**src/design/cpu_types_pkg.sv**
```systemverilog
package cpu_types_pkg;

  typedef logic [31:0] word_t;
  typedef logic [4:0]  regbits_t;

  typedef enum logic [5:0] {
    RTYPE = 6'b000000,
    J     = 6'b000010,
    JAL   = 6'b000011,
    BEQ   = 6'b000100,
    BNE   = 6'b000101,
    ADDIU = 6'b001001,
    SLTI  = 6'b001010,
    SLTIU = 6'b001011,
    ANDI  = 6'b001100,
    ORI   = 6'b001101,
    XORI  = 6'b001110,
    LUI   = 6'b001111,
    LW    = 6'b100011,
    SW    = 6'b101011,
    HALT  = 6'b111111
  } opcode_t;

  typedef enum logic [5:0] {
    SLL  = 6'b000000,
    SRL  = 6'b000010,
    JR   = 6'b001000,
    ADDU = 6'b100001,
    SUBU = 6'b100011,
    AND  = 6'b100100,
    OR   = 6'b100101,
    XOR  = 6'b100110,
    NOR  = 6'b100111,
    SLT  = 6'b101010,
    SLTU = 6'b101011
  } funct_t;

  // alu_sll is zero so a cleared stage reads as a plain nop
  typedef enum logic [3:0] {
    ALU_SLL, ALU_SRL, ALU_ADD, ALU_SUB, ALU_AND,
    ALU_OR, ALU_XOR, ALU_NOR, ALU_SLT, ALU_SLTU
  } aluop_t;

  typedef enum logic [1:0] {DST_RT, DST_RD, DST_RA} regdst_t;
  typedef enum logic [1:0] {EXT_ZERO, EXT_SIGN, EXT_UPPER} ext_t;

  typedef struct packed {
    opcode_t  opcode;
    regbits_t rs;
    regbits_t rt;
    regbits_t rd;
    logic [4:0] shamt;
    funct_t   funct;
  } r_t;

  typedef struct packed {
    opcode_t  opcode;
    regbits_t rs;
    regbits_t rt;
    logic [15:0] imm;
  } i_t;

  typedef struct packed {
    opcode_t opcode;
    logic [25:0] addr;
  } j_t;

  typedef struct packed {
    regdst_t reg_dst;
    logic    alu_src;
    aluop_t  alu_op;
    ext_t    ext;
    logic    mem_wr;
    logic    mem_to_reg;
    logic    beq;
    logic    bne;
    logic    jump;
    logic    jreg;
    logic    jal;
    logic    reg_wr;
    logic    halt;
  } ctrl_t;

endpackage

```
**src/design/pipe_types_pkg.sv**
```systemverilog
package pipe_types_pkg;
  import cpu_types_pkg::*;

  typedef struct packed {
    word_t instr;
    word_t npc;
  } if_id_t;

  typedef struct packed {
    ctrl_t    ctrl;
    word_t    npc;
    word_t    rdat1;
    word_t    rdat2;
    word_t    imm;
    regbits_t rt;
    regbits_t rd;
    word_t    instr;
  } id_ex_t;

  typedef struct packed {
    ctrl_t    ctrl;
    word_t    npc;
    word_t    rdat1;
    word_t    rdat2;
    word_t    alu_out;
    logic     zero;
    word_t    branch_addr;
    word_t    jump_addr;
    regbits_t wr_dest;
  } ex_mem_t;

  typedef struct packed {
    logic     reg_wr;
    logic     mem_to_reg;
    logic     jal;
    logic     halt;
    word_t    npc;
    word_t    alu_out;
    word_t    dmemload;
    regbits_t wr_dest;
  } mem_wb_t;

  // datapath side of the arbiter
  typedef struct packed {
    logic  imem_ren;
    word_t imem_addr;
    logic  dmem_ren;
    logic  dmem_wen;
    word_t dmem_addr;
    word_t dmem_store;
  } dp_req_t;

  typedef struct packed {
    logic  ihit;
    logic  dhit;
    word_t imemload;
    word_t dmemload;
  } dp_rsp_t;

  typedef struct packed {
    logic  ren;
    logic  wen;
    word_t addr;
    word_t store;
  } ram_req_t;

endpackage

```
**src/design/alu.sv**
```systemverilog
`timescale 1ns/10ps

module alu
  import cpu_types_pkg::*;
(
  input  aluop_t     alu_op,
  input  word_t      port_a,
  input  word_t      port_b,
  input  logic [4:0] shamt,
  output word_t      out,
  output logic       zero
);

  always_comb begin
    case (alu_op)
      // shifts move port_b, as in sll rd, rt, shamt
      ALU_SLL:  out = port_b << shamt;
      ALU_SRL:  out = port_b >> shamt;
      ALU_ADD:  out = port_a + port_b;
      ALU_SUB:  out = port_a - port_b;
      ALU_AND:  out = port_a & port_b;
      ALU_OR:   out = port_a | port_b;
      ALU_XOR:  out = port_a ^ port_b;
      ALU_NOR:  out = ~(port_a | port_b);
      ALU_SLT:  out = {31'd0, $signed(port_a) < $signed(port_b)};
      ALU_SLTU: out = {31'd0, port_a < port_b};
      default:  out = '0;
    endcase
  end

  // used by beq and bne
  assign zero = (out == '0);

endmodule

```
**src/design/control_unit.sv**
```systemverilog
`timescale 1ns/10ps

module control_unit
  import cpu_types_pkg::*;
(
  input  word_t instr,
  output ctrl_t ctrl
);

  r_t instr_r;

  assign instr_r = instr;

  always_comb begin
    // nop unless the opcode says otherwise
    ctrl = '0;
    case (instr_r.opcode)
      RTYPE: begin
        ctrl.reg_dst = DST_RD;
        ctrl.reg_wr  = 1'b1;
        case (instr_r.funct)
          SLL:  ctrl.alu_op = ALU_SLL;
          SRL:  ctrl.alu_op = ALU_SRL;
          ADDU: ctrl.alu_op = ALU_ADD;
          SUBU: ctrl.alu_op = ALU_SUB;
          AND:  ctrl.alu_op = ALU_AND;
          OR:   ctrl.alu_op = ALU_OR;
          XOR:  ctrl.alu_op = ALU_XOR;
          NOR:  ctrl.alu_op = ALU_NOR;
          SLT:  ctrl.alu_op = ALU_SLT;
          SLTU: ctrl.alu_op = ALU_SLTU;
          JR: begin
            ctrl.jreg   = 1'b1;
            ctrl.reg_wr = 1'b0;
          end
          default: ctrl.reg_wr = 1'b0;
        endcase
      end
      ADDIU, SLTI, SLTIU, ANDI, ORI, XORI, LUI: begin
        ctrl.alu_src = 1'b1;
        ctrl.reg_wr  = 1'b1;
        ctrl.ext     = EXT_SIGN;
        case (instr_r.opcode)
          ADDIU:   ctrl.alu_op = ALU_ADD;
          SLTI:    ctrl.alu_op = ALU_SLT;
          // sltiu still sign-extends, compare is unsigned
          SLTIU:   ctrl.alu_op = ALU_SLTU;
          ANDI:    {ctrl.alu_op, ctrl.ext} = {ALU_AND, EXT_ZERO};
          ORI:     {ctrl.alu_op, ctrl.ext} = {ALU_OR, EXT_ZERO};
          XORI:    {ctrl.alu_op, ctrl.ext} = {ALU_XOR, EXT_ZERO};
          default: {ctrl.alu_op, ctrl.ext} = {ALU_OR, EXT_UPPER};
        endcase
      end
      LW: begin
        {ctrl.alu_src, ctrl.alu_op, ctrl.ext} = {1'b1, ALU_ADD, EXT_SIGN};
        ctrl.mem_to_reg = 1'b1;
        ctrl.reg_wr     = 1'b1;
      end
      SW: begin
        {ctrl.alu_src, ctrl.alu_op, ctrl.ext} = {1'b1, ALU_ADD, EXT_SIGN};
        ctrl.mem_wr = 1'b1;
      end
      // zero flag from rs - rt, offset sign-extended
      BEQ: {ctrl.alu_op, ctrl.ext, ctrl.beq} = {ALU_SUB, EXT_SIGN, 1'b1};
      BNE: {ctrl.alu_op, ctrl.ext, ctrl.bne} = {ALU_SUB, EXT_SIGN, 1'b1};
      J:   ctrl.jump = 1'b1;
      JAL: begin
        ctrl.jump    = 1'b1;
        ctrl.jal     = 1'b1;
        ctrl.reg_wr  = 1'b1;
        ctrl.reg_dst = DST_RA;
      end
      HALT:    ctrl.halt = 1'b1;
      default: ctrl = '0;
    endcase
  end

endmodule

```
**src/design/datapath.sv**
```systemverilog
`timescale 1ns/10ps

module datapath
  import cpu_types_pkg::*;
  import pipe_types_pkg::*;
#(
  parameter word_t PC_INIT = '0
) (
  input  logic    CLK,
  input  logic    nRST,
  input  dp_rsp_t dp_rsp,
  output dp_req_t dp_req,
  output logic    halt
);

  if_id_t   if_id_in, if_id;
  id_ex_t   id_ex_in, id_ex;
  ex_mem_t  ex_mem_in, ex_mem;
  mem_wb_t  mem_wb_in, mem_wb;
  ctrl_t    id_ctrl;
  i_t       id_i;
  r_t       ex_r;
  j_t       ex_j;
  word_t    pc, pc_p4, npc;
  word_t    rdat1, rdat2, id_imm;
  word_t    alu_b, alu_out, wdat;
  logic     alu_zero;
  regbits_t wr_dest;
  logic     stop;

  control_unit cu0 (.instr(if_id.instr), .ctrl(id_ctrl));

  register_file rf0 (
    .CLK(CLK), .nRST(nRST),
    .wen(mem_wb.reg_wr), .wsel(mem_wb.wr_dest),
    .rsel1(id_i.rs), .rsel2(id_i.rt),
    .wdat(wdat), .rdat1(rdat1), .rdat2(rdat2)
  );

  alu alu0 (
    .alu_op(id_ex.ctrl.alu_op), .port_a(id_ex.rdat1), .port_b(alu_b),
    .shamt(ex_r.shamt), .out(alu_out), .zero(alu_zero)
  );

  pipeline_reg pr0 (
    .CLK(CLK), .nRST(nRST), .ihit(dp_rsp.ihit), .dhit(dp_rsp.dhit),
    .if_id_in(if_id_in), .id_ex_in(id_ex_in),
    .ex_mem_in(ex_mem_in), .mem_wb_in(mem_wb_in),
    .if_id(if_id), .id_ex(id_ex), .ex_mem(ex_mem), .mem_wb(mem_wb)
  );

  // IF
  assign pc_p4    = pc + 32'd4;
  assign if_id_in = '{instr: dp_rsp.imemload, npc: pc_p4};

  // jumps and branches resolve from the MEM stage, three slots behind
  always_comb begin
    npc = pc_p4;
    if (ex_mem.ctrl.jump) begin
      npc = ex_mem.jump_addr;
    end else if (ex_mem.ctrl.jreg) begin
      npc = ex_mem.rdat1;
    end else if ((ex_mem.ctrl.beq && ex_mem.zero) || (ex_mem.ctrl.bne && !ex_mem.zero)) begin
      npc = ex_mem.branch_addr;
    end
  end

  always_ff @(posedge CLK, negedge nRST) begin
    if (!nRST) begin
      pc <= PC_INIT;
    end else if (dp_rsp.ihit) begin
      pc <= npc;
    end
  end

  // ID
  assign id_i = if_id.instr;

  always_comb begin
    case (id_ctrl.ext)
      EXT_SIGN:  id_imm = {{16{id_i.imm[15]}}, id_i.imm};
      EXT_UPPER: id_imm = {id_i.imm, 16'h0000};
      default:   id_imm = {16'h0000, id_i.imm};
    endcase
  end

  assign id_ex_in = '{ctrl: id_ctrl, npc: if_id.npc, rdat1: rdat1, rdat2: rdat2,
                      imm: id_imm, rt: id_i.rt, rd: if_id.instr[15:11],
                      instr: if_id.instr};

  // EX
  assign ex_r  = id_ex.instr;
  assign ex_j  = id_ex.instr;
  assign alu_b = id_ex.ctrl.alu_src ? id_ex.imm : id_ex.rdat2;

  always_comb begin
    case (id_ex.ctrl.reg_dst)
      DST_RD:  wr_dest = id_ex.rd;
      DST_RA:  wr_dest = 5'd31;
      default: wr_dest = id_ex.rt;
    endcase
  end

  assign ex_mem_in = '{ctrl: id_ex.ctrl, npc: id_ex.npc, rdat1: id_ex.rdat1,
                       rdat2: id_ex.rdat2, alu_out: alu_out, zero: alu_zero,
                       branch_addr: id_ex.npc + {id_ex.imm[29:0], 2'b00},
                       jump_addr: {id_ex.npc[31:28], ex_j.addr, 2'b00},
                       wr_dest: wr_dest};

  // MEM
  assign mem_wb_in = '{reg_wr: ex_mem.ctrl.reg_wr, mem_to_reg: ex_mem.ctrl.mem_to_reg,
                       jal: ex_mem.ctrl.jal, halt: ex_mem.ctrl.halt, npc: ex_mem.npc,
                       alu_out: ex_mem.alu_out, dmemload: dp_rsp.dmemload,
                       wr_dest: ex_mem.wr_dest};

  // halt in WB already shuts the ports, the flop keeps them shut
  assign stop = halt | mem_wb.halt;

  assign dp_req.imem_ren   = !stop;
  assign dp_req.imem_addr  = pc;
  assign dp_req.dmem_ren   = ex_mem.ctrl.mem_to_reg & !stop;
  assign dp_req.dmem_wen   = ex_mem.ctrl.mem_wr & !stop;
  assign dp_req.dmem_addr  = ex_mem.alu_out;
  assign dp_req.dmem_store = ex_mem.rdat2;

  // WB, link address for jal
  assign wdat = mem_wb.jal ? mem_wb.npc : (mem_wb.mem_to_reg ? mem_wb.dmemload : mem_wb.alu_out);

  always_ff @(posedge CLK, negedge nRST) begin
    if (!nRST) begin
      halt <= 1'b0;
    end else if (mem_wb.halt) begin
      halt <= 1'b1;
    end
  end

endmodule

```
**src/design/mem_arbiter.sv**
```systemverilog
`timescale 1ns/10ps

module mem_arbiter
  import cpu_types_pkg::*;
  import pipe_types_pkg::*;
(
  input  logic     CLK,
  input  logic     nRST,
  input  dp_req_t  dp_req,
  output dp_rsp_t  dp_rsp,
  output ram_req_t ram_req,
  input  word_t    ram_load,
  input  logic     ram_ready
);

  typedef enum logic {IDLE, DATA_DONE} arb_state_t;

  arb_state_t state;
  logic       data_req, data_grant, fetch_grant;

  assign data_req = dp_req.dmem_ren | dp_req.dmem_wen;

  // data first, except right after a data hit
  assign data_grant  = data_req && ((state == IDLE) || !dp_req.imem_ren);
  assign fetch_grant = dp_req.imem_ren && !data_grant;

  always_ff @(posedge CLK, negedge nRST) begin
    if (!nRST) begin
      state <= IDLE;
    end else if (dp_rsp.dhit) begin
      state <= DATA_DONE;
    end else if (dp_rsp.ihit || !dp_req.imem_ren) begin
      state <= IDLE;
    end
  end

  assign ram_req.ren   = data_grant ? dp_req.dmem_ren : fetch_grant;
  assign ram_req.wen   = data_grant & dp_req.dmem_wen;
  assign ram_req.addr  = data_grant ? dp_req.dmem_addr : dp_req.imem_addr;
  assign ram_req.store = dp_req.dmem_store;

  assign dp_rsp.ihit     = fetch_grant & ram_ready;
  assign dp_rsp.dhit     = data_grant & ram_ready;
  assign dp_rsp.imemload = ram_load;
  assign dp_rsp.dmemload = ram_load;

endmodule

```
**src/design/mips_core.sv**
```systemverilog
`timescale 1ns/10ps

module mips_core
  import cpu_types_pkg::*;
  import pipe_types_pkg::*;
#(
  parameter word_t PC_INIT = '0
) (
  input  logic     CLK,
  input  logic     nRST,
  output ram_req_t ram_req,
  input  word_t    ram_load,
  input  logic     ram_ready,
  output logic     halt
);

  dp_req_t dp_req;
  dp_rsp_t dp_rsp;

  datapath #(.PC_INIT(PC_INIT)) dp0 (
    .CLK(CLK), .nRST(nRST),
    .dp_rsp(dp_rsp), .dp_req(dp_req), .halt(halt)
  );

  // one RAM port shared by fetch and data
  mem_arbiter arb0 (
    .CLK(CLK), .nRST(nRST),
    .dp_req(dp_req), .dp_rsp(dp_rsp),
    .ram_req(ram_req), .ram_load(ram_load), .ram_ready(ram_ready)
  );

endmodule

```
**src/design/pipeline_reg.sv**
```systemverilog
`timescale 1ns/10ps

module pipeline_reg
  import pipe_types_pkg::*;
(
  input  logic    CLK,
  input  logic    nRST,
  input  logic    ihit,
  input  logic    dhit,
  input  if_id_t  if_id_in,
  input  id_ex_t  id_ex_in,
  input  ex_mem_t ex_mem_in,
  input  mem_wb_t mem_wb_in,
  output if_id_t  if_id,
  output id_ex_t  id_ex,
  output ex_mem_t ex_mem,
  output mem_wb_t mem_wb
);

  // front half only moves with a fetch
  always_ff @(posedge CLK, negedge nRST) begin
    if (!nRST) begin
      if_id <= '0;
      id_ex <= '0;
    end else if (ihit) begin
      if_id <= if_id_in;
      id_ex <= id_ex_in;
    end
  end

  always_ff @(posedge CLK, negedge nRST) begin
    if (!nRST) begin
      ex_mem <= '0;
      mem_wb <= '0;
    end else if (ihit) begin
      ex_mem <= ex_mem_in;
      mem_wb <= mem_wb_in;
    end else if (dhit) begin
      // memory op finishes early and goes on to WB by itself
      mem_wb <= mem_wb_in;
      // what stays in MEM is a bubble, so the access is not repeated
      // and the load is not written back a second time
      ex_mem.ctrl.mem_wr     <= 1'b0;
      ex_mem.ctrl.mem_to_reg <= 1'b0;
      ex_mem.ctrl.reg_wr     <= 1'b0;
    end
  end

endmodule

```
**src/design/register_file.sv**
```systemverilog
`timescale 1ns/10ps

module register_file
  import cpu_types_pkg::*;
(
  input  logic     CLK,
  input  logic     nRST,
  input  logic     wen,
  input  regbits_t wsel,
  input  regbits_t rsel1,
  input  regbits_t rsel2,
  input  word_t    wdat,
  output word_t    rdat1,
  output word_t    rdat2
);

  word_t regs [32];

  always_ff @(posedge CLK, negedge nRST) begin
    if (!nRST) begin
      regs <= '{default: '0};
    end else if (wen && (wsel != '0)) begin
      // r0 stays hardwired to zero
      regs[wsel] <= wdat;
    end
  end

  // no write-through, a reader in the same cycle sees the old value
  assign rdat1 = regs[rsel1];
  assign rdat2 = regs[rsel2];

endmodule

```
**config.mk**
```make
export PLATFORM = sky130hd
export DESIGN_NAME = mips_core
export DESIGN_NICKNAME = d
export VERILOG_FILES = /design/src/design/cpu_types_pkg.sv /design/src/design/pipe_types_pkg.sv /design/src/design/alu.sv /design/src/design/control_unit.sv /design/src/design/datapath.sv /design/src/design/mem_arbiter.sv /design/src/design/mips_core.sv /design/src/design/pipeline_reg.sv /design/src/design/register_file.sv
export SDC_FILE = /design/constraint.sdc
export NUM_CORES = 2
export LEC_CHECK = 0
export ABC_AREA = 1
export ABC_CLOCK_PERIOD_IN_PS = 3440
export BUFFER_PORTS_ARGS = -buffer_cell sky130_fd_sc_hd__buf_4
export CORE_UTILIZATION = 40
export DETAILED_ROUTE_END_ITERATION = 7
export SLEW_MARGIN = 20
export SYNTH_ARGS = -nofsm -noshare
export SYNTH_HDL_FRONTEND = slang
export SYNTH_SLANG_ARGS = --single-unit
```
**constraint.sdc**
```tcl
create_clock -name CLK -period 3.44 [get_ports CLK]
set_input_delay 0.516 -clock CLK [delete_from_list [all_inputs] [get_ports CLK]]
set_output_delay 0.516 -clock CLK [all_outputs]
set_load 0.02 [all_outputs]
```
Word-level counts from Yosys, hierarchy flattened. Index checks and enable logic that the tools add are counted.

Bits in registers: 1612. Input port bits: 35. Output and inout bits: 67. Logic and storage cells: 220.

$add $sub $neg: 4. $lt $le $gt $ge: 6. Equality and inequality tests: 37. Shift operators: 2. Mux-type cells: 46. Bitwise operators: 15. Reductions and logical operators: 29.

Operators by type and width (count): $bwmux W1024 (1); $mux W32 (12); $bmux W32 S5 (2); $pmux W32 S10 (1); $mux W105 (2); $demux W32 S5 (1); $eq A6 B6 Y1 const B (11); $add A32 B32 Y32 (2); $lt A32 B32 Y1 (2); $pmux W32 S2 (1); $eq A6 B4 Y1 const B (8); $pmux W4 S9 (1); $add A32 B3 Y32 const B (1); $and A32 B32 Y32 (1); $logic_not A32 Y1 (1); $not A32 Y32 (1); $or A32 B32 Y32 (1); $shl A32 B5 Y32 (1); $shr A32 B5 Y32 (1); $sub A32 B32 Y32 (1); $xor A32 B32 Y32 (1); $pmux W4 S5 (1); $eq A6 B2 Y1 const B (3); $ge A6 B6 Y1 const B (3); 31 further kinds (79).

Depth between registers and ports, before layout.
Depth after elaboration: 11. Gate-level depth with buffers: 26. Mapped depth without buffers: 24.

Modules after synthesis. Synthesis repeated with hierarchy kept, for this count alone.

Cell total of the unflattened synthesis: 14819. Area, all modules: 98732.2 um^2.

Modules (own cells, without submodules): register_file (times used 1, cells an instance 8677, area each 57782.9 um^2, seq. area each 25624.6 um^2); pipeline_reg (times used 1, cells an instance 2430, area each 22158.8 um^2, seq. area each 14338.8 um^2); alu (times used 1, cells an instance 2194, area each 10567.6 um^2, seq. area each 0.0 um^2); datapath (times used 1, cells an instance 1216, area each 6501.2 um^2, seq. area each 825.8 um^2); mem_arbiter (times used 1, cells an instance 216, area each 1298.7 um^2, seq. area each 25.0 um^2); control_unit (times used 1, cells an instance 86, area each 422.9 um^2, seq. area each 0.0 um^2).

Worst setup path before layout. OpenSTA, ideal clock, no wires.

Path type: reg-to-reg. From: reg, netlist name dp0.pr0.id_ex[185]. To: reg, netlist name dp0.pr0.ex_mem[69]. Setup time: 0.065 ns. Arrival: 2.765 ns. Required time: 3.375 ns. Slack: 0.610 ns. Stages on the path, launching flop included: 23. Buffers on the path: 2. Period minus slack after synthesis: 2.830 ns. Cell sequence: dfrtp_1 buf_6 buf_6 nand2_1 nand2_2 ha_1 inv_1 fa_1 nor2_1 nor2_1 o21ai_1 nand2_1 nand2_1 nand2_1 nand3_1 nand3_1 nor2_1 nand3_1 nor2_1 nand2_1 nor2_1 nand3_1 nand2_1.

Word-level cells in the longest chain between the ends: 5. Elaborated cells on any way between the ends: 13. Classes of those cells: add/sub: 2; order compare: 2; shift: 2; mux: 2; bitwise: 4; reduce/logical: 1.

Ends and longest elaborated chain: $mux W32 (*) (RTL line datapath.sv:94) `assign alu_b = id_ex.ctrl.alu_src ? id_ex.imm : id_ex.rdat2;`; parallel branches: the longest is 2 deep, another holds $sub A32 B32 Y32; $pmux W32 S10 (*) (RTL line alu.sv:15) `case (alu_op)`; $logic_not A32 Y1 (*) (RTL line alu.sv:32) `assign zero = (out == '0);`.

Mark *: on every way between the ends. A chain may end at the register's enable or synchronous reset.

Worst setup path after layout.
From: reg, netlist name dp0.pr0.id_ex[185]. To: reg, netlist name dp0.pr0.ex_mem[69].

Word-level cells in the longest chain between the ends: 5. Elaborated cells on any way between the ends: 13. Classes of those cells: add/sub: 2; order compare: 2; shift: 2; mux: 2; bitwise: 4; reduce/logical: 1.

Ends and longest elaborated chain (RTL line): $mux W32 (*) (datapath.sv:94); parallel branches: the longest is 2 deep, another holds $sub A32 B32 Y32; $pmux W32 S10 (*) (alu.sv:15); $logic_not A32 Y1 (*) (alu.sv:32).

Marks and branches as above.

==> flow_summary.toml <==
[grt]
grt_pass1_wl_mm = 629.9
antenna_found_initial = 20
grt_pass1_vias = 87770
overflow = 0
track_usage_pct = 37.79
grt_start_max_net_pins = 157

[pwr]
p_leak_nw = 48.55
pwr_density_cell_mw_per_mm2 = 783.4
peakVddDrop_mv = 0.5470
power_mw = 83.09

[placed_design]
dp_slack_ps = -224.9
port_buffers = 101
post-place-cells = 15300
dp_hpwl_mm = 306.1
place_congestion = 1.060

[timing]
finalWorstSetupSlack_ps = -59.02
hold_viol = 0
fin_tns_setup_ps = -59.02
relSlewSlack_pct = 27.24
rsz0062_at_grt = "true"
final.setup_skew_ps = 74.35
setup_viol = 1
fin_crit_sh_pct = 101.7
slew_violations = 0
fmax_mhz = 285.8
min_period_ps = 3499
tightest_slew_ps = 1091

[routing]
num_vias = 94240
drt-initial-drc-count = 13020
firstDrtPassIters = 8
wl_mm = 440.5
drc = 8
antenna_left = 0
viasPerCell = 6.014
wl_per_cell_um = 28.11

[cells_and_area]
nets = 12730
drive_gt1_share_pct = 12.63
syn_to_final_growth_pct = 17.85
final_cell_count_no_fill = 15670
utilization_pct = 47.57

[synthesis]
synth-edff-count = 0
synth_nets = 12580
synth-seq-area-share_pct = 44.35
async_flop_share_pct = 100.0
ys.warnings.count = 0
post-synth-top-area-cell = "dfrtp_1"
synth_top_area_share_pct = 44.35
ys_types = 56
synth_area_leaders = "dfrtp_1 (44%), o21ai_0 (17%), nand2_1 (12%)"
synth_flop_cell = "dfrtp_1"
synth_seq_cells = 1595
synthCells = 12390
avgSynthCellArea_um2 = 7.261
netlist_area_mm2 = 0.09000

[worst_setup_path]
cpMaxStageDelayCell = "dfrtp_4"
criticalPathCategory = "flop to flop"
crit_path_max_incr_delay_ps = 550
critPathTopFamily = "simple AND/OR/NAND/NOR gates"
cp_max_fo = 12
worstPathRequired_ps = 4290
endpoint_kind = "flop"
arrival_ps = 4350
path_cells = "inv_2, buf_12, buf_4, buf_4, nand2_1, nand3_1, nand3_1, nand3_1, nand3_1, nand3_2, nand2_1, nor2_2, nand3_1, nor2_1, buf_4, nand3_1, nor2_2, nand3_1, nand2_1"
startpoint_type = "flop"
cpMostUsedCell = "nand3_1"
path_buf_inv = 5

[clock_network]
clk-insertion-delay-late_ps = 910
cts_max_level = 4
numCtsBuffers = 180
tritoncts = "yes"
clock-sinks = 1595
clock_tree.root_cell = "clkbuf_16"
cts_buffer_depth = 3
clk_pin_slew_worst_paths_ps = 70

[floorplan]
die_area_mm2 = 0.2269
core.rowCount = 173
ios = 102
initial_core_util_pct = 40.37
core_mm2 = 0.2230
die_x_um = 476.3
die_h_um = 476.3

[job]
drv_cap = 0

[hold_path]
hold_class = "primary input to asynchronous set/reset pin"

[status]
violations = "design-rule violations, negative setup slack"
outcome = "finished with violations"
==> cell usage after synthesis, drive strengths merged (3+ instances only) <==
cell and number:
o21a 3, a21oi 663, nor2 862, xnor2 10
o211ai 91, buf 218, o221ai 35, nand2 2851
o21bai 15, a211oi 5, nor4 12, a21boi 4
mux2i 3, a21o 5, dfrtp 1595, nand3 719
a22oi 4, clkbuf 827, and3 7, fa 3
o22ai 276, inv 794, clkinv 4, xor2 29
nor3 41, o21ai 3066, or2 9, a221oi 12
nand4 48, nand3b 3, a31oi 21, ha 150
==> power breakdown <==
group,internal [mW],switching [mW]
registers,23.7,3.84
logic,12.1,23.4
clock network,11.5,8.62
==> cell type report <==
| class | count | area (um^2) |
|---|---|---|
| Fill cell | 22290 | 116900 |
| Multi-Input combinational cell | 8956 | 43950 |
| Sequential cell | 1595 | 39950 |
| Timing Repair Buffer | 1015 | 9246 |
| Clock buffer | 264 | 5291 |
| Tap cell | 2975 | 3722 |
| Inverter | 798 | 3060 |
| Clock inverter | 64 | 832.0 |
| Antenna cell | 4 | 10.01 |
==> per-stage QoR <==
| step | area, um^2 | hold WS [ps] |
|---|---|---|
| after detailed placement | 98750 | 390.4 |
| after CTS | 105300 | 231.7 |
| after floorplan | 90000 | 220.4 |
| final | 106100 | 261.2 |
| after global placement | 98750 | 386.7 |
| after global routing | 106100 | 269.4 |
==> registers in the layout, indices dropped and copies added, names as in the netlist <==
name / count
dp0.halt: 1
dp0.pc: 32
dp0.pr0.id_ex: 169
arb0.state: 1
dp0.pr0.ex_mem: 199
dp0.pr0.mem_wb: 105
dp0.rf0.regs: 1024
dp0.pr0.if_id: 64
==> metal layers <==
layer / vias to the layer above / part of all wire, % / global-route usage [%]
li1: 41810 / - / -
met1: 45720 / 41 / 51.51
met2: 5586 / 42 / 55.62
met3: 1099 / 11 / 8.213
met4: 22 / 6.3 / 20.73
met5: - / 0.034 / 0
==> kinds of logic after synthesis <==
family	synth area share (%)
simple gates	20.53
fa+ha+maj	2.152
flops	44.35
buf+inv	8.086
xor+xnor	0.3795
compound gates	24.47
mux	0.03337
==> worst paths after layout <==
check | from | to | slack, ps | depth (start not counted)
worst max-delay path | dp0.pr0.id_ex[185] | dp0.pr0.ex_mem[69] | -60 | 19
worst max register to register | dp0.pr0.id_ex[185] | dp0.pr0.ex_mem[69] | -60 | 19
max in group asynchronous | nRST | dp0.rf0.regs[597] | 1850 | 3
min in group CLK | ram_load[26] | dp0.pr0.if_id[58] | 380 | 4
worst min-delay path | nRST | dp0.rf0.regs[472] | 260 | 2
worst min register to register | dp0.rf0.regs[1023] | dp0.rf0.regs[1023] | 400 | 0
==> placed cells by master, fill, tap and decap left out, drive strengths merged, types with 34 or more instances in the layout <==
cell type    Yosys  final
nand4           48     48
o22ai          276    276
nor2           862    862
o21ai         3066   3066
nor3            41     41
dfrtp         1595   1595
o221ai          35     35
dlygate4sd3      0     34
clkinv           4     48
inv            794    798
nand2         2851   2851
a21oi          663    663
nand3          719    719
o211ai          91     91
ha             150    150
clkbuf         827    266
buf            218    979
==> timing repair <==
item	4_1_cts	5_1_grt
hold endpoints to repair	100	0
hold buffers	34	0
gates cloned	0	2
buffers inserted	0	3
pin swaps	1	26
setup endpoints to repair	42	32
gates resized for setup	43	162
(Power assumes the default switching activity.)
